<file path="src/zx_mem_pkg.sv">
package zx_mem_pkg;

	////////////////////////////////////////
	// z80 bus
	////////////////////////////////////////

	localparam int ZA_W = 16;
	localparam int ZD_W = 8;

	////////////////////////////////////////
	// memory words and paging
	////////////////////////////////////////

	localparam int WA_W = 21;
	localparam int WD_W = 16;
	localparam int PAGE_W = 8;
	localparam int WIN_N = 4;
	// 16 KB window holds 8K words
	localparam int WIN_OFS_W = 13;

	// store keeps 64K words, so pages 0..7 are distinct
	localparam int MEM_AW = 16;

	// store pipeline and flow control
	localparam int MEM_LAT = 3;
	localparam int MEM_CREDITS = 2;
	localparam int CRED_W = $clog2(MEM_CREDITS + 1);

	// screen burst
	localparam int VID_WORDS = 16;
	localparam int VCNT_W = $clog2(VID_WORDS);

	typedef logic [PAGE_W-1:0] page_t;
	typedef logic [WA_W-1:0] waddr_t;
	typedef logic [WD_W-1:0] word_t;

	// response routing tag
	typedef enum logic
	{
		TAG_VID = 1'b0,
		TAG_CPU = 1'b1
	} tag_t;

	localparam page_t SCR_PAGE0 = 8'd5;
	localparam page_t SCR_PAGE1 = 8'd7;

	// window i comes up mapped to page i
	localparam page_t [WIN_N-1:0] RESET_PAGE = {8'd3, 8'd2, 8'd1, 8'd0};
	// window 0 stands in for rom
	localparam logic [WIN_N-1:0] RESET_PROT = 4'b0001;

endpackage

</file>
<file path="src/mem_req_if.sv">
`timescale 1ns/1ps

interface mem_req_if;

	// request fields held until gnt
	logic req;
	zx_mem_pkg::waddr_t addr;
	logic rnw;
	logic [1:0] bsel;
	zx_mem_pkg::word_t wdata;

	// accept and read response
	logic gnt;
	logic rvalid;
	zx_mem_pkg::word_t rdata;

	modport requester
	(
		output req, addr, rnw, bsel, wdata,
		input  gnt, rvalid, rdata
	);

	modport arbiter
	(
		input  req, addr, rnw, bsel, wdata,
		output gnt, rvalid, rdata
	);

endinterface

</file>
<file path="src/screen_fetch.sv">
`timescale 1ns/1ps

module screen_fetch
(
	input  logic fclk,
	input  logic rst_n,

	input  logic frame_start,
	input  logic scr_sel,

	output zx_mem_pkg::word_t vid_data,
	output logic vid_strobe,
	output logic vid_last,

	mem_req_if.requester mem
);
	import zx_mem_pkg::*;

	logic busy;
	logic req_q;
	logic [VCNT_W-1:0] cnt;
	page_t page_q;

	// screen page latched at burst start
	always_ff @(posedge fclk)
	begin
		if (frame_start && !busy)
			page_q <= scr_sel ? SCR_PAGE1 : SCR_PAGE0;
	end

	////////////////////////////////////////
	// burst control
	////////////////////////////////////////

	always_ff @(posedge fclk)
	begin
		if (!rst_n)
		begin
			busy       <= 1'b0;
			req_q      <= 1'b0;
			cnt        <= '0;
			vid_strobe <= 1'b0;
			vid_last   <= 1'b0;
		end
		else
		begin
			vid_strobe <= 1'b0;
			vid_last   <= 1'b0;

			if (!busy)
			begin
				if (frame_start)
				begin
					busy  <= 1'b1;
					req_q <= 1'b1;
					cnt   <= '0;
				end
			end
			else
			begin
				if (mem.gnt)
					req_q <= 1'b0;

				// one word back, show it and go for the next
				if (mem.rvalid)
				begin
					vid_strobe <= 1'b1;
					if (cnt == VCNT_W'(VID_WORDS - 1))
					begin
						vid_last <= 1'b1;
						busy     <= 1'b0;
					end
					else
					begin
						cnt   <= cnt + 1'b1;
						req_q <= 1'b1;
					end
				end
			end
		end
	end

	always_ff @(posedge fclk)
	begin
		if (mem.rvalid)
			vid_data <= mem.rdata;
	end

	// reads only, from offset zero of the screen page
	assign mem.req   = req_q;
	assign mem.addr  = {page_q, WIN_OFS_W'(cnt)};
	assign mem.rnw   = 1'b1;
	assign mem.bsel  = 2'b11;
	assign mem.wdata = '0;

endmodule

</file>
<file path="src/flat_wrapper.sv">
// flat-port wrapper written by rule: the top's interface ports become plain ports
module screen_fetch_flat import zx_mem_pkg::*;
  (fclk, rst_n, frame_start, scr_sel, vid_data, vid_strobe, vid_last, mem_req, mem_addr, mem_rnw, mem_bsel, mem_wdata, mem_gnt, mem_rvalid, mem_rdata);
  mem_req_if mem_i ();
  input  logic fclk;
  input  logic rst_n;
  input  logic frame_start;
  input  logic scr_sel;
  output zx_mem_pkg::word_t vid_data;
  output logic vid_strobe;
  output logic vid_last;
  output wire logic [$bits(mem_i.req)-1:0] mem_req;
  output wire logic [$bits(mem_i.addr)-1:0] mem_addr;
  output wire logic [$bits(mem_i.rnw)-1:0] mem_rnw;
  output wire logic [$bits(mem_i.bsel)-1:0] mem_bsel;
  output wire logic [$bits(mem_i.wdata)-1:0] mem_wdata;
  input wire logic [$bits(mem_i.gnt)-1:0] mem_gnt;
  input wire logic [$bits(mem_i.rvalid)-1:0] mem_rvalid;
  input wire logic [$bits(mem_i.rdata)-1:0] mem_rdata;
  assign mem_req = mem_i.req;
  assign mem_addr = mem_i.addr;
  assign mem_rnw = mem_i.rnw;
  assign mem_bsel = mem_i.bsel;
  assign mem_wdata = mem_i.wdata;
  assign mem_i.gnt = mem_gnt;
  assign mem_i.rvalid = mem_rvalid;
  assign mem_i.rdata = mem_rdata;
  screen_fetch u_core (.fclk(fclk), .rst_n(rst_n), .frame_start(frame_start), .scr_sel(scr_sel), .vid_data(vid_data), .vid_strobe(vid_strobe), .vid_last(vid_last), .mem(mem_i));
endmodule
</file>
<file path="config.mk">
export PLATFORM = sky130hd
export DESIGN_NAME = screen_fetch_flat
export DESIGN_NICKNAME = d
export VERILOG_FILES = /design/src/zx_mem_pkg.sv /design/src/mem_req_if.sv /design/src/screen_fetch.sv /design/src/flat_wrapper.sv
export SDC_FILE = /design/constraint.sdc
export NUM_CORES = 1
export LEC_CHECK = 0
export BUFFER_PORTS_ARGS = -buffer_cell sky130_fd_sc_hd__buf_4
export CORE_MARGIN = 2
export CORE_UTILIZATION = 36
export CTS_BUF_LIST = sky130_fd_sc_hd__clkbuf_4 sky130_fd_sc_hd__clkbuf_8 sky130_fd_sc_hd__clkbuf_16
export CTS_CLUSTER_SIZE = 12
export DETAILED_ROUTE_END_ITERATION = 16
export PLACE_DENSITY = 0.75
export SLEW_MARGIN = 5
export SYNTH_ARGS = -nofsm -noshare
export SYNTH_HDL_FRONTEND = slang
export SYNTH_SLANG_ARGS = --single-unit
</file>
<file path="constraint.sdc">
create_clock -name fclk -period 1.51 [get_ports fclk]
set_clock_uncertainty 0.2 [all_clocks]
set_input_delay 0.302 -clock fclk [delete_from_list [all_inputs] [get_ports fclk]]
set_output_delay 0.302 -clock fclk [all_outputs]
set_load 0.01 [all_outputs]
</file>
Word level (Yosys, flattened, before mapping)
Cells that the tools add are included.
{ "word_totals": {"regBits": 32, "in_bits": 22, "output_inout_bits": 59, "elab_cells": 33} }
{ "op_classes": {"n_addsub": 1, "eq_ne": 3, "muxes": 16, "reduce_logical": 6} }
{ "ops": {"columns": ["cell", "count"], "rows": [
  ["$mux 4", 4],
  ["$mux 1", 11],
  ["$reduce_and 3->1", 2],
  ["$add 4x1->4 const B", 1],
  ["$eq 4x4->1 const B", 1],
  ["$ne 2x2->1 const B", 2],
  ["$mux 2", 1],
  ["$reduce_and 2->1", 1],
  ["$reduce_bool 2->1", 1],
  ["$logic_and 1x1->1", 1],
  ["$logic_not 1->1", 1]
]} }

Longest topological paths before layout
{ "logic_depth": {"word_depth": 4, "ltp_mapped": 4, "mapped_depth_nobuf": 4} }

Least setup slack after synthesis
Ideal clock, no wire load.
{ "synth_path": {"path_kind": "flip-flop to flip-flop", "from": "reg u_core.cnt[0]", "to": "reg u_core.req_q (netlist: u_core.mem.req)", "setup_time_ns": 0.120, "arrival_ns": 1.185, "required_ns": 1.190, "slack_ns": 0.005, "path_stages_with_launch": 5, "n_path_buf": 0, "period_less_slack_ns": 1.505, "cell_sequence": "dfxtp_1 ha_1 nand3_2 and2_4 o31a_1"} }
{ "synth_via": {"elab_chain_len": 4} }
{ "synth_lines": {"columns": ["element", "line", "text"], "rows": [
  ["start, declared", "screen_fetch.sv:21", "logic [VCNT_W-1:0] cnt;"],
  ["start signal, assigned", "screen_fetch.sv:75", "cnt <= cnt + 1'b1;"],
  ["$eq 4x4->1", "screen_fetch.sv:68", "if (cnt == VCNT_W'(VID_WORDS - 1))"],
  ["$mux 1", "screen_fetch.sv:68", null],
  ["$mux 1", "screen_fetch.sv:65", "if (mem.rvalid)"],
  ["$mux 1", "screen_fetch.sv:50", "if (!busy)"],
  ["end signal, assigned", "screen_fetch.sv:55", "req_q <= 1'b1;"],
  ["end signal, assigned", "screen_fetch.sv:62", "req_q <= 1'b0;"],
  ["end signal, assigned", "screen_fetch.sv:76", "req_q <= 1'b1;"],
  ["end, declared", "screen_fetch.sv:20", "logic req_q;"]
]} }
Every way passes these cells.
A chain may end at the register's enable or synchronous reset.

Final worst setup path
Ends and elaborated chain as after synthesis.

==> summary.md <==
| Metric | Value |
|---|---|
| Status | `complete, no violations` |
| Worst setup EP type | `flip-flop` |
| Synth Area in Simple Gates | `9.46%` |
| RSZ-0062 raised after global routing | `no` |
| Area share of fa/ha/maj cells after synthesis | `1.10%` |
| Synth Register Bits | `25` |
| WHS Endpoint | `u_core.mem.req` |
| Clock transition at path regs | `0.12 ns` |
| Clock Sinks | `25` |
| FF-to-FF setup slack | `0.07 ns` |
| Largest net degree at the start of global routing | `17` |
| Port Buf Inserts | `45` |
| Max clock buf depth | `2` |
| Max Clk Rate | `696 MHz` |
| FF-to-FF Start | `u_core.cnt[0]` |
| Largest family of logic cells by synthesized area | `buffers and inverters` |
| Vias in the first global route | `649` |
| Max-cap viol count | `0` |
| Worst setup path class | `flip-flop to flip-flop` |
| Root Driver | `clkbuf_4` |
| Area grow syn2layout | `43.2%` |
| Grt total ovfl | `0` |
| Minimum clock period | `1.44 ns` |
| Reg2reg end | `u_core.mem.req` |
| Remaining DRCs | `0` |
| Via density | `3.84` |
| Leakage power | `0.749 nW` |
| Worst hold start | `rst_n` |
| Tcrit/Tclk final | `95.2%` |
| VDD IR max | `0.000290 V` |
| Core Region | `0.00303 mm²` |
| Final setup viols | `0` |
| Gpl congestion | `0.804` |
| Clk Latency, worst-skew pair | `0.30 ns` |
| Compound-Gate Fraction of Synth Area | `5.17%` |
| # IOs | `81` |
| GRT Resource Usage Total | `10.3%` |
| Effective utilization at floorplan | `37.6%` |
| DR vias | `772` |
| Initial DRC count | `22` |
| Max-slew violation count | `0` |
| Post-synthesis xor/xnor area fraction | `0%` |
| Mux share of post-synthesis cell area | `0.880%` |
| Hold crit path type | `input pin to flip-flop` |
| H-tree levels | `1` |
| FP Rows | `20` |
| Yosys warning count | `0` |
| Layout cells sized above 1 | `40.1%` |
| Post-layout net count | `181` |
| Setup TNS | `0 ns` |
| N_diodes | `0` |
| Post-Syn Area | `0.00114 mm²` |
| DRT Pass-1 Iters | `4` |
| CP Data Required Time | `1.52 ns` |
| Final Hold Fails | `0` |
| Post-DRT Antenna Nets | `0` |
| Hold Crit Depth | `2` |
| First-pass GRT wire length | `2730 µm` |
| Seq/Total Area, Yosys | `59.0%` |
| DP Wirelength | `1430 µm` |
| Post-Syn Area per Cell | `12.8 µm²` |
| Antenna violations before repair | `0` |
| Util after Layout | `53.8%` |
| CTS tree | `built` |
| Worst R2R Path Depth | `4` |
| Cell count after synthesis | `89` |
| Startpoint type of the worst setup path | `flip-flop` |
| Post-synthesis cell type count | `26` |
| WL/cell | `10.1 µm` |
| Die ar. | `0.00362 mm²` |
| Die Ht | `60.2 µm` |
| Power density over the cells | `809 mW/mm²` |
| Worst path arrival time | `1.45 ns` |
| DRT Wirelength | `2030 µm` |
| Inserted Clock Buffers | `3` |
| CP max FO | `4` |
| Die width | `60.2 µm` |
-- cell type report --
class,count,area (µm²)
repair buffers,67,546
fillers,261,1400
inverters,1,3.75
clock buffers,4,30.0
well taps,44,55.1
multi-input cells,60,323
flip-flops and latches,25,672
-- what timing repair did --
action	in CTS	in global routing
setup buffers	0	0
endpoints found under the hold margin	17	0
gates resized for setup	0	2
hold buffers	17	0
setup endpoints to repair	0	1
-- critical path: stages (launching register included) --
cell and delay, ns:
dfxtp_1 0.36, ha_2 0.22, nand3_2 0.11, and2_4 0.18
o31a_1 0.26
-- worst max path at each step --
stage,start,to,slack (ns),depth (start not counted)
2_1_floorplan,u_core.cnt[0],u_core.mem.req,0.005,4
3_3_place_gp,u_core.cnt[0],u_core.mem.req,0.13,4
3_5_place_dp,u_core.cnt[0],u_core.mem.req,0.06,4
4_1_cts,u_core.cnt[0],u_core.mem.req,0.05,4
5_1_grt,u_core.cnt[0],mem_addr[0],0.01,2
6_report,u_core.cnt[0],u_core.mem.req,0.07,4
-- through the flow --
step | hold WS (ns) | setup WS, ns | std cells | total power, mW | cell area, µm²
after floorplan | 0.201 | 0.00492 | 122 | 0.956 | 1260
after global placement | 0.281 | 0.127 | 180 | 1.00 | 1430
after detailed placement | 0.281 | 0.0632 | 180 | 1.00 | 1430
after CTS | 0.0521 | 0.0491 | 201 | 1.33 | 1630
after global routing | 0.0352 | 0.0131 | 201 | 1.39 | 1630
final | 0.0652 | 0.0728 | 201 | 1.32 | 1630
-- routing by layer --
layer,routed length (µm),up-vias,track usage [%]
met5,0,-,0
met4,0,0,3.81
met3,277,0,3.03
met2,957,57,18.3
met1,798,339,11.5
li1,-,376,-
-- synth_stat cells --
library cell  instances  area [µm²]
dfxtp_1               8         160
and3_1                1        6.26
nand4_1               1        6.26
and2_4                2        17.5
edfxtp_1             17         510
or2b_1                1        7.51
o221a_2               1        11.3
o21ai_0               1        5.00
clkbuf_1              1        3.75
nor3_1                2        10.0
o31a_1                1        8.76
nand2_1               2        7.51
and2b_2               1        8.76
nand3_2               1        10.0
a211oi_2              1        12.5
a41oi_1               1        8.76
inv_1                 1        3.75
a21boi_0              1        7.51
nand3b_1              1        7.51
nand3_1               3        15.0
a21oi_1               1        5.00
and4b_2               1        11.3
conb_1                2        7.51
ha_1                  1        12.5
buf_4                35         263
mux2i_1               1        10.0
-- report_power, final --
group	internal [mW]	leakage (nW)	switching [mW]
sequential	0.776	0.232	0.0146
clock	0.121	0.0184	0.171
combinational	0.123	0.499	0.111
total	1.02	0.749	0.297
-- cell usage in the layout, fill, tap and decap left out --
cell type,count
a211oi_2,1
a21boi_0,1
a21oi_1,1
a41oi_1,1
and2_4,2
and2b_2,1
and3_1,1
and4b_2,1
buf_4,50
clkbuf_4,4
conb_1,35
dfxtp_1,7
dfxtp_2,1
dlygate4sd3_1,17
edfxtp_1,17
ha_2,1
inv_1,1
mux2i_1,1
nand2_1,2
nand3_1,3
nand3_2,1
nand3b_1,1
nand4_1,1
nor3_1,2
o21ai_0,1
o221a_2,1
o31a_1,1
or2b_1,1
-- cell families (layout without fill, tap and decap cells) --
kind of cell / after synthesis / count (layout)
AND/OR/NAND/NOR: 16 / 16
adder cells (fa/ha/maj): 1 / 1
flip-flops: 25 / 25
buffers and inverters: 37 / 72
AO/OA/AOI/OAI: 7 / 7
other: 2 / 35
multiplexers: 1 / 1
-- flip-flops by register name, summed over array words and instances (netlist names) --
register / count
u_core.busy: 1
u_core.cnt: 4
u_core.mem.req: 1
u_core.page_q: 1
u_core.vid_data: 16
u_core.vid_last: 1
u_core.vid_strobe: 1
(Power assumes the default switching activity.)
