**src/zx_mem_pkg.sv**
```systemverilog
package zx_mem_pkg;

	////////////////////////////////////////
	// z80 bus
	////////////////////////////////////////

	localparam int ZA_W = 16;
	localparam int ZD_W = 8;

	////////////////////////////////////////
	// memory words and paging
	////////////////////////////////////////

	localparam int WA_W = 21;
	localparam int WD_W = 16;
	localparam int PAGE_W = 8;
	localparam int WIN_N = 4;
	// 16 KB window holds 8K words
	localparam int WIN_OFS_W = 13;

	// store keeps 64K words, so pages 0..7 are distinct
	localparam int MEM_AW = 16;

	// store pipeline and flow control
	localparam int MEM_LAT = 3;
	localparam int MEM_CREDITS = 2;
	localparam int CRED_W = $clog2(MEM_CREDITS + 1);

	// screen burst
	localparam int VID_WORDS = 16;
	localparam int VCNT_W = $clog2(VID_WORDS);

	typedef logic [PAGE_W-1:0] page_t;
	typedef logic [WA_W-1:0] waddr_t;
	typedef logic [WD_W-1:0] word_t;

	// response routing tag
	typedef enum logic
	{
		TAG_VID = 1'b0,
		TAG_CPU = 1'b1
	} tag_t;

	localparam page_t SCR_PAGE0 = 8'd5;
	localparam page_t SCR_PAGE1 = 8'd7;

	// window i comes up mapped to page i
	localparam page_t [WIN_N-1:0] RESET_PAGE = {8'd3, 8'd2, 8'd1, 8'd0};
	// window 0 stands in for rom
	localparam logic [WIN_N-1:0] RESET_PROT = 4'b0001;

endpackage

```
**src/mem_req_if.sv**
```systemverilog
`timescale 1ns/1ps

interface mem_req_if;

	// request fields held until gnt
	logic req;
	zx_mem_pkg::waddr_t addr;
	logic rnw;
	logic [1:0] bsel;
	zx_mem_pkg::word_t wdata;

	// accept and read response
	logic gnt;
	logic rvalid;
	zx_mem_pkg::word_t rdata;

	modport requester
	(
		output req, addr, rnw, bsel, wdata,
		input  gnt, rvalid, rdata
	);

	modport arbiter
	(
		input  req, addr, rnw, bsel, wdata,
		output gnt, rvalid, rdata
	);

endinterface

```
**src/z80_mem_port.sv**
```systemverilog
`timescale 1ns/1ps

module z80_mem_port
(
	input  logic fclk,
	input  logic rst_n,

	// z80 side
	input  logic cpu_req,
	input  logic cpu_rnw,
	input  logic [zx_mem_pkg::ZA_W-1:0] cpu_a,
	input  logic [zx_mem_pkg::ZD_W-1:0] cpu_dout,
	output logic [zx_mem_pkg::ZD_W-1:0] cpu_din,
	output logic cpu_busy,
	output logic cpu_done,

	// pager
	output logic [zx_mem_pkg::ZA_W-1:0] pg_a,
	input  zx_mem_pkg::waddr_t waddr,
	input  logic [1:0] bsel,
	input  logic prot,

	mem_req_if.requester mem
);
	import zx_mem_pkg::*;

	typedef enum logic [1:0]
	{
		ST_IDLE,
		ST_REQ,
		ST_RD
	} state_t;

	state_t state;
	logic rnw_q;
	logic [ZA_W-1:0] a_q;
	logic [ZD_W-1:0] dout_q;
	logic blocked;

	// latched access
	always_ff @(posedge fclk)
	begin
		if (state == ST_IDLE && cpu_req)
		begin
			rnw_q  <= cpu_rnw;
			a_q    <= cpu_a;
			dout_q <= cpu_dout;
		end
	end

	assign pg_a = a_q;

	// writes into a protected window never reach memory
	assign blocked = !rnw_q && prot;

	////////////////////////////////////////
	// access FSM
	////////////////////////////////////////

	always_ff @(posedge fclk)
	begin
		if (!rst_n)
			state <= ST_IDLE;
		else
		begin
			case (state)
				ST_IDLE:
					if (cpu_req)
						state <= ST_REQ;
				ST_REQ:
					if (blocked)
						state <= ST_IDLE;
					else if (mem.gnt)
						state <= rnw_q ? ST_RD : ST_IDLE;
				ST_RD:
					if (mem.rvalid)
						state <= ST_IDLE;
				default:
					state <= ST_IDLE;
			endcase
		end
	end

	// request fields follow the pager
	assign mem.req   = (state == ST_REQ) && !blocked;
	assign mem.addr  = waddr;
	assign mem.rnw   = rnw_q;
	assign mem.bsel  = bsel;
	assign mem.wdata = {dout_q, dout_q};

	assign cpu_busy = (state != ST_IDLE);

	// write done at grant, read done with its data
	assign cpu_done = (state == ST_REQ && blocked) ||
	                  (state == ST_REQ && !rnw_q && mem.gnt) ||
	                  (state == ST_RD && mem.rvalid);

	assign cpu_din = a_q[0] ? mem.rdata[15:8] : mem.rdata[7:0];

endmodule

```
**src/flat_wrapper.sv**
```systemverilog
// flat-port wrapper written by rule: the top's interface ports become plain ports
module z80_mem_port_flat import zx_mem_pkg::*;
  (fclk, rst_n, cpu_req, cpu_rnw, cpu_a, cpu_dout, cpu_din, cpu_busy, cpu_done, pg_a, waddr, bsel, prot, mem_req, mem_addr, mem_rnw, mem_bsel, mem_wdata, mem_gnt, mem_rvalid, mem_rdata);
  mem_req_if mem_i ();
  input  logic fclk;
  input  logic rst_n;
  input  logic cpu_req;
  input  logic cpu_rnw;
  input  logic [zx_mem_pkg::ZA_W-1:0] cpu_a;
  input  logic [zx_mem_pkg::ZD_W-1:0] cpu_dout;
  output logic [zx_mem_pkg::ZD_W-1:0] cpu_din;
  output logic cpu_busy;
  output logic cpu_done;
  output logic [zx_mem_pkg::ZA_W-1:0] pg_a;
  input  zx_mem_pkg::waddr_t waddr;
  input  logic [1:0] bsel;
  input  logic prot;
  output wire logic [$bits(mem_i.req)-1:0] mem_req;
  output wire logic [$bits(mem_i.addr)-1:0] mem_addr;
  output wire logic [$bits(mem_i.rnw)-1:0] mem_rnw;
  output wire logic [$bits(mem_i.bsel)-1:0] mem_bsel;
  output wire logic [$bits(mem_i.wdata)-1:0] mem_wdata;
  input wire logic [$bits(mem_i.gnt)-1:0] mem_gnt;
  input wire logic [$bits(mem_i.rvalid)-1:0] mem_rvalid;
  input wire logic [$bits(mem_i.rdata)-1:0] mem_rdata;
  assign mem_req = mem_i.req;
  assign mem_addr = mem_i.addr;
  assign mem_rnw = mem_i.rnw;
  assign mem_bsel = mem_i.bsel;
  assign mem_wdata = mem_i.wdata;
  assign mem_i.gnt = mem_gnt;
  assign mem_i.rvalid = mem_rvalid;
  assign mem_i.rdata = mem_rdata;
  z80_mem_port u_core (.fclk(fclk), .rst_n(rst_n), .cpu_req(cpu_req), .cpu_rnw(cpu_rnw), .cpu_a(cpu_a), .cpu_dout(cpu_dout), .cpu_din(cpu_din), .cpu_busy(cpu_busy), .cpu_done(cpu_done), .pg_a(pg_a), .waddr(waddr), .bsel(bsel), .prot(prot), .mem(mem_i));
endmodule
```
**config.mk**
```make
export PLATFORM = sky130hd
export DESIGN_NAME = z80_mem_port_flat
export DESIGN_NICKNAME = d
export VERILOG_FILES = /design/src/zx_mem_pkg.sv /design/src/mem_req_if.sv /design/src/z80_mem_port.sv /design/src/flat_wrapper.sv
export SDC_FILE = /design/constraint.sdc
export NUM_CORES = 1
export LEC_CHECK = 0
export ABC_AREA = 1
export BUFFER_PORTS_ARGS = -buffer_cell sky130_fd_sc_hd__buf_4
export CELL_PAD_IN_SITES_DETAIL_PLACEMENT = 0
export CELL_PAD_IN_SITES_GLOBAL_PLACEMENT = 1
export CORE_ASPECT_RATIO = 1.25
export CORE_MARGIN = 2
export CORE_UTILIZATION = 25
export CTS_BUF_LIST = sky130_fd_sc_hd__clkbuf_8 sky130_fd_sc_hd__clkbuf_16
export CTS_CLUSTER_DIAMETER = 150
export DETAILED_ROUTE_END_ITERATION = 12
export PLACE_DENSITY = 0.91
export SLEW_MARGIN = 10
export SYNTH_ARGS = -nofsm -noshare
export SYNTH_HDL_FRONTEND = slang
export SYNTH_SLANG_ARGS = --single-unit
```
**constraint.sdc**
```tcl
create_clock -name fclk -period 2.35 [get_ports fclk]
set_clock_uncertainty 0.15 [all_clocks]
set_input_delay 0.3525 -clock fclk [delete_from_list [all_inputs] [get_ports fclk]]
set_output_delay 0.3525 -clock fclk [all_outputs]
set_load 0.02 [all_outputs]
```
# Word-level counts from Yosys, hierarchy flattened
# Cells that the tools add are included.
[totals]
regBits = 27
in_bits = 70
out_inout_bits = 67
wordCells = 30
[classes]
n_eq_ne = 5
mux = 7
reduce_logical = 14
[ops]
columns = ["op", "n"]
rows = [
  ["2-bit 2-to-1 mux", 5],
  ["8-bit 2-to-1 mux", 1],
  ["1-bit logical AND", 7],
  ["2-bit one-hot mux with 3 select lines", 1],
  ["2-bit inequality test, second input constant", 2],
  ["3-bit by 2-bit inequality test with 1-bit output, second input constant", 1],
  ["3-bit AND reduction", 1],
  ["2-bit by 1-bit == test with 1-bit output, second input constant", 1],
  ["2-bit == test, second input constant", 1],
  ["1-bit zero test", 2],
  ["2-bit zero test", 1],
  ["1-bit logical OR", 2],
  ["2-bit nonzero test", 1],
]

# Depth between registers and ports, before layout
[depth]
ltp_word = 5
ltp_mapped = 6
depth_no_buf = 6

# Least setup slack after synthesis
# OpenSTA, ideal clock, no wires.
[synth_path]
kind = "reg-to-output"
startpoint = "register u_core.rnw_q (netlist: u_core.mem.rnw)"
endpoint = "output mem_req"
arrival_time_ns = 1.132
required_time_ns = 1.847
path_slack_ns = 0.716
stages_incl_launch_ff = 5
n_path_buf = 0
cell_sequence = "edfxtp_1 inv_1 nand2_1 inv_1 nor3_1"
[synth_via]
elab_chain_cells = 4
[synth_lines]
columns = ["item", "line_no", "source"]
rows = [
  ["start: declaration", "z80_mem_port.sv:35", "logic rnw_q;"],
  ["start signal: assignment", "z80_mem_port.sv:45", "rnw_q <= cpu_rnw;"],
  ["1-bit zero test", "z80_mem_port.sv:54", "assign blocked = !rnw_q && prot;"],
  ["1-bit logical AND", "z80_mem_port.sv:54", ""],
  ["1-bit zero test", "z80_mem_port.sv:85", "assign mem.req = (state == ST_REQ) && !blocked;"],
  ["1-bit logical AND", "z80_mem_port.sv:85", ""],
  ["end: declaration", "flat_wrapper.sv:18", "output wire logic [$bits(mem_i.req)-1:0] mem_req;"],
]
# No other way between the ends.

# Final worst setup path
[layout_path]
startpoint = "register u_core.a_q[0] (netlist: u_core.pg_a[0])"
endpoint = "output cpu_din[3] (netlist bit)"
[layout_via]
elab_chain_cells = 1
[layout_lines]
columns = ["item", "line_no", "source"]
rows = [
  ["start: declaration", "z80_mem_port.sv:36", "logic [ZA_W-1:0] a_q;"],
  ["start signal: assignment", "z80_mem_port.sv:46", "a_q <= cpu_a;"],
  ["8-bit 2-to-1 mux", "z80_mem_port.sv:98", "assign cpu_din = a_q[0] ? mem.rdata[15:8] : mem.rdata[7:0];"],
  ["end: declaration", "flat_wrapper.sv:11", "output logic [zx_mem_pkg::ZD_W-1:0] cpu_din;"],
]
# No other way between the ends.

==> results.py <==
metrics = {
    "status": {
        "outcome": "finished clean",
    },
    "yosys": {
        "synth-warning-count": 0,
        "yosysTopAreaCell": "edfxtp_1",
        "muxShareOfSynthArea_pct": 7.17,
        "syn_area_per_cell_um2": 13.4,
        "syn_nets": 164,
        "synthAdderAreaFrac_pct": 0,
        "synth_flop_cell": "edfxtp_1",
        "async_flop_share_pct": 0,
        "synthTopCellsByCount": "buf_4, edfxtp_1, inv_1, mux2_2, nand2_1",
        "netlist_top_cells_area": "edfxtp_1, buf_4, mux2_2",
        "syn_area_um2": 1260,
        "synth_seq_area_share_pct": 62.9,
        "yosys.area_share.simple_pct": 5.48,
        "synth_xor_area_share_pct": 0,
        "synthesis.instances": 94,
        "yosysMostFrequentCell": "buf_4",
        "synth_top_family_by_area": "buffers and inverters",
        "synth_compound_area_share_pct": 2.79,
        "ys_ff_latch": 27,
        "yosysUniqueCellTypes": 17,
        "synth_top_area_share_pct": 59.8,
        "synth_edf_count": 25,
    },
    "routing": {
        "num_vias": 863,
        "dr.first_iter.drc_count": 14,
        "routed_wl_um": 2740,
        "route.detailed.drc": 0,
        "via_per_inst": 3.98,
        "avgRoutedWirePerCell_um": 12.6,
        "dr.pass1.iters": 4,
        "ant_nets": 0,
    },
    "timing": {
        "whs_ns": 0.0957,
        "period_share_pct": 80.0,
        "fmax_ghz": 0.532,
        "tightest_slew_ns": 0.354,
        "setup_viol": 0,
        "rsz0062_at_grt": "no",
        "finalHoldViolCount": 0,
        "min_period_ns": 1.88,
        "slew_headroom_pct": 76.4,
        "fin_setup_tns_ns": 0,
        "drv_slew": 0,
    },
    "cts": {
        "post-cts-setup-buffers": 0,
        "cts_sinks": 27,
        "cts_max_level": 1,
        "cts-root-buf": "clkbuf_8",
        "clk_latency_ns": 0.27,
        "cts_resized": 0,
        "clock_path_buffers": 2,
        "cts-hold-fix-buffers": 0,
        "cts.clk_slew.worst_paths_ns": 0.10,
        "cts_buffers": 3,
        "cts_tree": "yes",
    },
    "setup_path": {
        "end_kind": "output port",
        "cp.arrival_ns": 1.38,
        "reg2reg_slack_ns": 0.90,
        "path_cells": "mux2_2 > buf_4",
        "cpMaxStageDelayCell": "edfxtp_1",
        "crit_path_max_incr_delay_ns": 0.57,
        "r2r_end": "u_core.pg_a[0]",
        "reg2reg_depth": 4,
        "startpoint_type": "flip-flop",
        "cp_num_buf_inv": 1,
        "required_ns": 1.85,
        "crit_type": "flip-flop to output port",
        "cp_max_fo": 9,
        "r2r_start": "u_core.state[1]",
        "cpLargestDelayFamily": "flip-flops",
    },
    "global_route": {
        "grt_max_degree": 26,
        "grt_use_total_pct": 9.34,
        "grt_first_pass_wirelength_um": 4000,
        "grt_pass1_vias": 860,
        "grt-ovfl-total": 0,
        "antenna_found_initial": 0,
    },
    "cells_and_area": {
        "antenna_cells": 0,
        "n_fill_cell": 491,
        "fin_area_um2": 1830,
        "final_nets": 228,
        "area_delta_synth_final_pct": 45.4,
        "seq_area_um2": 791,
        "multi_input_area_um2": 194,
        "drive_gt1_share_pct": 69.4,
    },
    "power_and_ir_drop": {
        "switching_power_uw": 320,
        "swShare_pct": 27.5,
        "peakVddDrop_mv": 0.333,
        "p_int_uw": 844,
        "p_leak_uw": 0.000834,
        "clock_power_share_pct": 23.4,
        "total_power_uw": 1160,
        "pwr-share-comb_pct": 25.5,
        "power_density_nw_per_um2": 637,
        "p_seq_share_pct": 51.1,
    },
    "min_path": {
        "min-delay-start": "cpu_a[6]",
        "hp-class": "input pin to flip-flop",
        "worstHoldEndpoint": "u_core.pg_a[6]",
        "worst_hold_path.num_cells": 1,
    },
    "floorplan": {
        "rows": 28,
        "ios": 137,
        "fp.coreArea_um2": 4800,
        "die_h_um": 83.3,
        "fp.dieW_um": 67.4,
        "dieArea_um2": 5610,
        "start_util_pct": 26.2,
    },
    "placement": {
        "placed_cell_area_um2": 1780,
        "port_buffers": 90,
        "hpwl_um": 2300,
        "place.gp.congestion": 0.699,
    },
    "run": {
        "maxCapViolCount": 0,
    },
}
cells in the final DEF (no fill, tap or decap), types with 2 or more instances in the layout:
cell,n
nor2_1,2
buf_4,91
nand2_1,5
inv_1,8
clkbuf_8,3
dfxtp_1,2
edfxtp_1,25
nor2_2,2
mux2_2,8
nand3_1,3
registers in the layout (all words and copies together) (netlist names):
register and flops:
u_core.pg_a 16, u_core.dout_q 8, u_core.mem.rnw 1, u_core.state 2
worst max-delay path by stage:
stage	from	end	slack [ns]	depth (start not counted)
global placement	u_core.pg_a[0]	cpu_din[5]	0.77	2
CTS	u_core.pg_a[0]	cpu_din[3]	0.44	2
finish	u_core.pg_a[0]	cpu_din[3]	0.47	2
floorplan	u_core.mem.rnw	mem_req	0.72	4
detailed placement	u_core.pg_a[0]	cpu_din[3]	0.75	2
global route	u_core.pg_a[0]	cpu_din[3]	0.40	2
power groups by stage:
stage / clock (uW) / sequential, uW / combinational [uW]
6_report: 273 / 594 / 297
2_1_floorplan: 0 / 645 / 167
3_5_place_dp: 0 / 606 / 302
4_1_cts: 283 / 595 / 302
3_3_place_gp: 0 / 605 / 298
5_1_grt: 310 / 599 / 316
metal layers:
metal / global-route usage, % / vias up / part of all wire, %
met3: 2.17 / 18 / 9.2
met4: 5.75 / 0 / 3.9
met1: 9.78 / 386 / 32
met2: 16.2 / 47 / 55
li1: - / 412 / -
met5: 0 / - / 0
cell families (layout without fill, tap and decap cells):
group                  after synthesis  count (layout)
DFF                                 27              27
and+or+nand+nor                     14              14
muxes                                8               8
buffers and inverters               41             104
AOI/OAI and AO/OA                    4               4
final cells by class:
cell class	count	share of cell area [%]
clock inverter	1	0.479
tap	60	4.11
inverter	9	1.85
sequential	27	43.3
clock buffer	3	2.26
multi-input combinational	26	10.6
timing repair buffer	91	37.4
per-stage QoR:
step / cells / util, % / worst slack (ns)
floorplan: 94 / - / 0.716
global placement: 213 / 37.0 / 0.767
detailed placement: 213 / 37.0 / 0.749
CTS: 217 / 38.1 / 0.440
global route: 217 / 38.1 / 0.396
finish: 217 / 38.1 / 0.470
Power figures use the tool's default switching activity.
