$ cat src/zx_mem_pkg.sv
package zx_mem_pkg;

	////////////////////////////////////////
	// z80 bus
	////////////////////////////////////////

	localparam int ZA_W = 16;
	localparam int ZD_W = 8;

	////////////////////////////////////////
	// memory words and paging
	////////////////////////////////////////

	localparam int WA_W = 21;
	localparam int WD_W = 16;
	localparam int PAGE_W = 8;
	localparam int WIN_N = 4;
	// 16 KB window holds 8K words
	localparam int WIN_OFS_W = 13;

	// store keeps 64K words, so pages 0..7 are distinct
	localparam int MEM_AW = 16;

	// store pipeline and flow control
	localparam int MEM_LAT = 3;
	localparam int MEM_CREDITS = 2;
	localparam int CRED_W = $clog2(MEM_CREDITS + 1);

	// screen burst
	localparam int VID_WORDS = 16;
	localparam int VCNT_W = $clog2(VID_WORDS);

	typedef logic [PAGE_W-1:0] page_t;
	typedef logic [WA_W-1:0] waddr_t;
	typedef logic [WD_W-1:0] word_t;

	// response routing tag
	typedef enum logic
	{
		TAG_VID = 1'b0,
		TAG_CPU = 1'b1
	} tag_t;

	localparam page_t SCR_PAGE0 = 8'd5;
	localparam page_t SCR_PAGE1 = 8'd7;

	// window i comes up mapped to page i
	localparam page_t [WIN_N-1:0] RESET_PAGE = {8'd3, 8'd2, 8'd1, 8'd0};
	// window 0 stands in for rom
	localparam logic [WIN_N-1:0] RESET_PROT = 4'b0001;

endpackage

$ cat src/mem_req_if.sv
`timescale 1ns/1ps

interface mem_req_if;

	// request fields held until gnt
	logic req;
	zx_mem_pkg::waddr_t addr;
	logic rnw;
	logic [1:0] bsel;
	zx_mem_pkg::word_t wdata;

	// accept and read response
	logic gnt;
	logic rvalid;
	zx_mem_pkg::word_t rdata;

	modport requester
	(
		output req, addr, rnw, bsel, wdata,
		input  gnt, rvalid, rdata
	);

	modport arbiter
	(
		input  req, addr, rnw, bsel, wdata,
		output gnt, rvalid, rdata
	);

endinterface

$ cat src/mem_port_if.sv
`timescale 1ns/1ps

interface mem_port_if;

	// request side spends one credit per valid
	logic valid;
	zx_mem_pkg::waddr_t addr;
	logic rnw;
	logic [1:0] bsel;
	zx_mem_pkg::word_t wdata;
	zx_mem_pkg::tag_t tag;

	// response side
	logic rvalid;
	zx_mem_pkg::word_t rdata;
	zx_mem_pkg::tag_t rtag;
	logic credit;

	modport arbiter
	(
		output valid, addr, rnw, bsel, wdata, tag,
		input  rvalid, rdata, rtag, credit
	);

	modport store
	(
		input  valid, addr, rnw, bsel, wdata, tag,
		output rvalid, rdata, rtag, credit
	);

endinterface

$ cat src/mem_arbiter.sv
`timescale 1ns/1ps

module mem_arbiter
(
	input  logic fclk,
	input  logic rst_n,

	mem_req_if.arbiter vid,
	mem_req_if.arbiter cpu,
	mem_port_if.arbiter mem
);
	import zx_mem_pkg::*;

	logic [CRED_W-1:0] credits;
	logic vid_pend;
	logic cpu_pend;
	logic issue;
	logic pick_vid;

	// a peer under grant this cycle drops req next edge
	assign vid_pend = vid.req && !vid.gnt;
	assign cpu_pend = cpu.req && !cpu.gnt;

	// nothing goes out without a credit
	assign issue = (vid_pend || cpu_pend) && (credits != '0);

	// video first
	assign pick_vid = vid_pend;

	////////////////////////////////////////
	// grant and credit count
	////////////////////////////////////////

	always_ff @(posedge fclk)
	begin
		if (!rst_n)
		begin
			credits   <= CRED_W'(MEM_CREDITS);
			vid.gnt   <= 1'b0;
			cpu.gnt   <= 1'b0;
			mem.valid <= 1'b0;
		end
		else
		begin
			credits   <= credits - CRED_W'(issue) + CRED_W'(mem.credit);
			vid.gnt   <= issue && pick_vid;
			cpu.gnt   <= issue && !pick_vid;
			mem.valid <= issue;
		end
	end

	// request payload to the store
	always_ff @(posedge fclk)
	begin
		if (issue)
		begin
			if (pick_vid)
			begin
				mem.addr  <= vid.addr;
				mem.rnw   <= vid.rnw;
				mem.bsel  <= vid.bsel;
				mem.wdata <= vid.wdata;
				mem.tag   <= TAG_VID;
			end
			else
			begin
				mem.addr  <= cpu.addr;
				mem.rnw   <= cpu.rnw;
				mem.bsel  <= cpu.bsel;
				mem.wdata <= cpu.wdata;
				mem.tag   <= TAG_CPU;
			end
		end
	end

	////////////////////////////////////////
	// response steering
	////////////////////////////////////////

	assign vid.rvalid = mem.rvalid && (mem.rtag == TAG_VID);
	assign cpu.rvalid = mem.rvalid && (mem.rtag == TAG_CPU);

	assign vid.rdata = mem.rdata;
	assign cpu.rdata = mem.rdata;

endmodule

$ cat src/flat_wrapper.sv
// flat-port wrapper written by rule: the top's interface ports become plain ports
module mem_arbiter_flat import zx_mem_pkg::*;
  (fclk, rst_n, vid_req, vid_addr, vid_rnw, vid_bsel, vid_wdata, vid_gnt, vid_rvalid, vid_rdata, cpu_req, cpu_addr, cpu_rnw, cpu_bsel, cpu_wdata, cpu_gnt, cpu_rvalid, cpu_rdata, mem_valid, mem_addr, mem_rnw, mem_bsel, mem_wdata, mem_tag, mem_rvalid, mem_rdata, mem_rtag, mem_credit);
  mem_req_if vid_i ();
  mem_req_if cpu_i ();
  mem_port_if mem_i ();
  input  logic fclk;
  input  logic rst_n;
  input wire logic [$bits(vid_i.req)-1:0] vid_req;
  input wire logic [$bits(vid_i.addr)-1:0] vid_addr;
  input wire logic [$bits(vid_i.rnw)-1:0] vid_rnw;
  input wire logic [$bits(vid_i.bsel)-1:0] vid_bsel;
  input wire logic [$bits(vid_i.wdata)-1:0] vid_wdata;
  output wire logic [$bits(vid_i.gnt)-1:0] vid_gnt;
  output wire logic [$bits(vid_i.rvalid)-1:0] vid_rvalid;
  output wire logic [$bits(vid_i.rdata)-1:0] vid_rdata;
  input wire logic [$bits(cpu_i.req)-1:0] cpu_req;
  input wire logic [$bits(cpu_i.addr)-1:0] cpu_addr;
  input wire logic [$bits(cpu_i.rnw)-1:0] cpu_rnw;
  input wire logic [$bits(cpu_i.bsel)-1:0] cpu_bsel;
  input wire logic [$bits(cpu_i.wdata)-1:0] cpu_wdata;
  output wire logic [$bits(cpu_i.gnt)-1:0] cpu_gnt;
  output wire logic [$bits(cpu_i.rvalid)-1:0] cpu_rvalid;
  output wire logic [$bits(cpu_i.rdata)-1:0] cpu_rdata;
  output wire logic [$bits(mem_i.valid)-1:0] mem_valid;
  output wire logic [$bits(mem_i.addr)-1:0] mem_addr;
  output wire logic [$bits(mem_i.rnw)-1:0] mem_rnw;
  output wire logic [$bits(mem_i.bsel)-1:0] mem_bsel;
  output wire logic [$bits(mem_i.wdata)-1:0] mem_wdata;
  output wire logic [$bits(mem_i.tag)-1:0] mem_tag;
  input wire logic [$bits(mem_i.rvalid)-1:0] mem_rvalid;
  input wire logic [$bits(mem_i.rdata)-1:0] mem_rdata;
  input wire logic [$bits(mem_i.rtag)-1:0] mem_rtag;
  input wire logic [$bits(mem_i.credit)-1:0] mem_credit;
  assign vid_i.req = vid_req;
  assign vid_i.addr = vid_addr;
  assign vid_i.rnw = vid_rnw;
  assign vid_i.bsel = vid_bsel;
  assign vid_i.wdata = vid_wdata;
  assign vid_gnt = vid_i.gnt;
  assign vid_rvalid = vid_i.rvalid;
  assign vid_rdata = vid_i.rdata;
  assign cpu_i.req = cpu_req;
  assign cpu_i.addr = cpu_addr;
  assign cpu_i.rnw = cpu_rnw;
  assign cpu_i.bsel = cpu_bsel;
  assign cpu_i.wdata = cpu_wdata;
  assign cpu_gnt = cpu_i.gnt;
  assign cpu_rvalid = cpu_i.rvalid;
  assign cpu_rdata = cpu_i.rdata;
  assign mem_valid = mem_i.valid;
  assign mem_addr = mem_i.addr;
  assign mem_rnw = mem_i.rnw;
  assign mem_bsel = mem_i.bsel;
  assign mem_wdata = mem_i.wdata;
  assign mem_tag = mem_i.tag;
  assign mem_i.rvalid = mem_rvalid;
  assign mem_i.rdata = mem_rdata;
  assign mem_i.rtag = mem_rtag;
  assign mem_i.credit = mem_credit;
  mem_arbiter u_core (.fclk(fclk), .rst_n(rst_n), .vid(vid_i), .cpu(cpu_i), .mem(mem_i));
endmodule
$ cat config.mk
export PLATFORM = sky130hd
export DESIGN_NAME = mem_arbiter_flat
export DESIGN_NICKNAME = d
export VERILOG_FILES = /design/src/zx_mem_pkg.sv /design/src/mem_req_if.sv /design/src/mem_port_if.sv /design/src/mem_arbiter.sv /design/src/flat_wrapper.sv
export SDC_FILE = /design/constraint.sdc
export NUM_CORES = 1
export LEC_CHECK = 0
export BUFFER_PORTS_ARGS = -buffer_cell sky130_fd_sc_hd__buf_4
export CAP_MARGIN = 0
export CELL_PAD_IN_SITES_DETAIL_PLACEMENT = 0
export CELL_PAD_IN_SITES_GLOBAL_PLACEMENT = 1
export CORE_ASPECT_RATIO = 0.8
export CORE_MARGIN = 10
export CORE_UTILIZATION = 24
export DETAILED_ROUTE_END_ITERATION = 6
export GPL_ROUTABILITY_DRIVEN = 0
export PLACE_DENSITY_LB_ADDON = 0.12
export SLEW_MARGIN = 15
export SYNTH_ARGS = -nofsm -noshare
export SYNTH_HDL_FRONTEND = slang
export SYNTH_SLANG_ARGS = --single-unit
$ cat constraint.sdc
create_clock -name fclk -period 3 [get_ports fclk]
set_input_delay 0.15 -clock fclk [delete_from_list [all_inputs] [get_ports fclk]]
set_output_delay 0.15 -clock fclk [all_outputs]
set_load 0.01 [all_outputs]
; Yosys cells after proc, flatten, opt, wreduce, memory -nomap -nowiden
; Index checks and enable logic that the tools add are counted.
[word_totals]
ff_bits = 46
in_bits = 103
out_inout_bits = 78
word_cells = 29
[op_classes]
addsub = 2
mux = 5
bitwise = 1
n_reduce_logical = 12
[op_table]
columns = cell, count
row1 = 21-bit 2-to-1 mux, 1
row2 = 16-bit 2-to-1 mux, 1
row3 = 1-bit logical AND, 7
row4 = 1-bit zero test, 3
row5 = 2-bit by 1-bit adder with 2-bit output, 1
row6 = 1-bit 2-to-1 mux, 2
row7 = 2-bit 2-to-1 mux, 1
row8 = 2-bit nonzero test, 1
row9 = 2-bit by 1-bit subtractor with 2-bit output, 1
row10 = 1-bit logical OR, 1
row11 = 1-bit NOT, 1

; Logic depth before layout (Yosys ltp)
[logic_depth]
word_depth = 6
mapped_depth = 9
mapped_depth_nobuf = 8

; Least setup slack after synthesis
; No wires, ideal clock.
[synth_path]
path_kind = register -> register
start = reg u_core.vid.gnt
end = reg u_core.mem.addr[0], enable pin
setup_ps = 440
arrival_time_ps = 2417
required_ps = 2560
slack_ps = 143
stages_incl_launch_ff = 5
n_path_buf = 1
synth_period_minus_slack_ps = 2857
path_cell_list = dfxtp_1 > nor2b_4 > buf_6 > nor2_1 > nor2_1
[synth_via]
elab_chain_len = 4
[synth_rtl]
columns = element, line_no
row1 = from (decl), mem_req_if.sv:26  ; output gnt, rvalid, rdata
row2 = 1-bit zero test, mem_arbiter.sv:21  ; assign vid_pend = vid.req && !vid.gnt;
row3 = 1-bit logical AND, mem_arbiter.sv:21
row4 = 1-bit logical OR, mem_arbiter.sv:25  ; assign issue = (vid_pend || cpu_pend) && (credits != '0);
row5 = 1-bit logical AND, mem_arbiter.sv:25
row6 = net u_core.issue, mem_arbiter.sv:17  ; logic issue;
row7 = to (decl), mem_port_if.sv:21  ; output valid, addr, rnw, bsel, wdata, tag,
; The timed path passes the listed nets, and every way through them passes these cells.
; A chain may end at the register's enable or synchronous reset.

; Worst setup path after layout
[layout_path]
start = reg u_core.vid.gnt
end = reg u_core.mem.wdata[12], enable pin
[layout_via]
elab_chain_len = 4
[layout_rtl]
columns = element, line_no
row1 = 1-bit zero test, mem_arbiter.sv:21
row2 = 1-bit logical AND, mem_arbiter.sv:21
row3 = 1-bit logical OR, mem_arbiter.sv:25
row4 = 1-bit logical AND, mem_arbiter.sv:25
row5 = net u_core.issue, mem_arbiter.sv:17
row6 = to (decl), mem_port_if.sv:21
; The timed path passes the listed nets, and every way through them passes these cells.

==> flow_summary.ini <==
[outcome]
status = completed

[timing]
setup_viol = 0
rsz0062_at_grt = false
drv_slew = 0
hold_violations = 0
slew_headroom_pct = 63.33
tightest_slew_ps = 548.8
min_period_ps = 1727
fmax_mhz = 579.0
finalCritPeriodShare_pct = 57.57
finalSetupTns_ps = 0
holdWs_ps = 115.1
fin_skew_ps = 4.470

[detailed_routing]
num_vias = 1797
dr.max_layer_used = met4
firstDrtPassIters = 4
ant_nets = 0
wl_met2_um = 2959
via_per_inst = 4.002
routedWlPerCell_um = 14.68
drc = 0
wl_met1_um = 2809
drt_iter0_markers = 72
routed_wl_um = 6590
wl_met3_um = 770

[finish]
syn_to_final_growth_pct = 43.42
design_area_um2 = 3273
diodes = 0
layout-drive-gt1-share_pct = 44.01
fillers = 955
multiInputGateArea_um2 = 611.8
nets = 437
ff_latch_area_um2 = 1331

[synth]
synth_area_leaders = edfxtp_1 (54%), nand2_1 (20%), buf_4 (12%)
synth_top_area_share_pct = 53.95
syn-num-nets = 337
synth_cells = 233
syn_area_per_cell_um2 = 9.795
synth_area_um2 = 2282
synth_top_area_cell = edfxtp_1
ys_ff_latch = 46
ys_types = 21
ys_warn_count = 0
yosysSeqAreaShare_pct = 58.33

[grt]
first_global_vias = 1902
gr-total-overflow = 0
grt_usage_pct = 9.043
grt_max_degree = 45
grt_antenna_before_repair = 0
grt_pass1_wl_um = 10020

[placed_design]
dpl-instance-area_um2 = 3126
dp_hpwl_um = 4978
portBuffers = 132

[floorplan]
coreArea_um2 = 9154
num_rows = 31
die_area_um2 = 13830
fp.dieW_um = 129.0
dieHeight_um = 107.2
ios = 181
start_util_pct = 24.93

[critical_path]
cp.arrival_ps = 1710
worstSetupPathType = reg -> reg
end_kind = register
required_ps = 2980
start_kind = register
crit_fanout = 24

[clock_network]
ctsHoldBuffers = 0
cts_max_level = 2
cts_resized = 0
post-cts-setup-buffers = 0
clkTransAtPathRegs_ps = 60
cts_inserted_buffers = 5
cts_tree = built
cts-root-buf = clkbuf_16
numClockSinks = 46
clkLatencyLatePin_ps = 280
cts_buffer_depth = 2

[power]
p_total_mw = 2.100
irDropWorstVdd_mv = 0.2104
powerDensity_nw_per_um2 = 641.5
power_leakage_nw = 1.598

[job]
maxCapViolations = 0

[worst_hold_path]
hp-class = in -> reg
==> Yosys cell counts <==
cell      instances
o21ai_0           2
nand2_1         120
and2_1            2
a311oi_2          1
buf_4            36
nor3_1            2
dfxtp_1           5
nor2_1            5
nand2_2           1
clkinv_8          1
edfxtp_1         41
nand3_1           2
ha_1              1
o31ai_1           1
buf_6             5
nor2_2            1
nor2b_4           1
nor2b_1           2
nand2b_1          2
nand4_1           1
inv_1             1
==> report_power, final <==
group / leakage, nW / total [mW] / internal [mW] / switching [mW]
clock network: 0.0739 / 0.551 / 0.330 / 0.221
registers: 0.448 / 0.940 / 0.891 / 0.0484
logic: 1.08 / 0.608 / 0.295 / 0.313
==> placed cells by master (no fill, tap or decap) <==
cell type / n
nor3_1: 2
nand2_1: 120
ha_1: 1
nor2b_4: 1
clkbuf_16: 5
inv_1: 1
nor2_1: 4
buf_4: 133
o21ai_0: 2
nor2_4: 1
nand4_1: 1
clkinv_8: 1
clkbuf_8: 1
a311oi_2: 1
edfxtp_1: 41
nand3_1: 2
nand2_2: 1
o31ai_1: 1
dfxtp_1: 5
nor2b_1: 2
and2_1: 2
clkbuf_1: 1
nor2_2: 1
clkinv_2: 1
buf_12: 1
nand2b_1: 2
==> through the flow <==
step	std cells	worst slack, ps	utilization, %
6_report	449	1273	35.76
5_1_grt	449	1148	35.76
4_1_cts	449	1228	35.76
3_5_place_dp	441	1242	34.14
3_3_place_gp	441	1262	34.14
2_1_floorplan	233	143.4	-
==> state kept, by name, summed over array words and instances (netlist names) <==
name / flops
u_core.mem.rnw: 1
u_core.mem.tag: 1
u_core.credits: 2
u_core.mem.bsel: 2
u_core.mem.wdata: 16
u_core.mem.addr: 21
u_core.mem.valid: 1
u_core.vid.gnt: 1
u_core.cpu.gnt: 1
==> worst max-delay path, stage by stage (launching register included) <==
cell     delay (ps)
dfxtp_1         330
nor2b_4         220
nor2_1          140
nor2_4          470
buf_12          250
==> kinds of logic after synthesis <==
| logic type | after synthesis | share of synthesized area [%] |
|---|---|---|
| simple gates | 139 | 24.51 |
| buf+inv | 43 | 15.19 |
| compound gates | 4 | 1.425 |
| fa+ha+maj | 1 | 0.5482 |
| flops | 46 | 58.33 |
==> metal layers <==
layer / vias up / global-route usage (%)
met5: - / 0
met4: 0 / 2.512
met3: 15 / 4.037
met2: 89 / 14.63
met1: 780 / 10.65
li1: 913 / -
==> cell type report <==
class | count | area share (%)
clock inverter | 1 | 0.1529
clock buffer | 7 | 4.358
inverter | 2 | 0.6116
sequential | 46 | 40.67
multi-input combinational | 144 | 18.69
tap | 115 | 4.396
timing repair buffer | 134 | 31.12
==> worst paths after layout <==
check | startpoint | endpoint | slack (ps) | cells after the start
max | u_core.vid.gnt | u_core.mem.wdata[12] | 1270 | 4
min | rst_n | u_core.credits[1] | 120 | 2
max reg2reg | u_core.vid.gnt | u_core.mem.wdata[12] | 1270 | 4
min reg2reg | u_core.credits[0] | u_core.credits[1] | 640 | 2
Power figures use the tool's default switching activity.
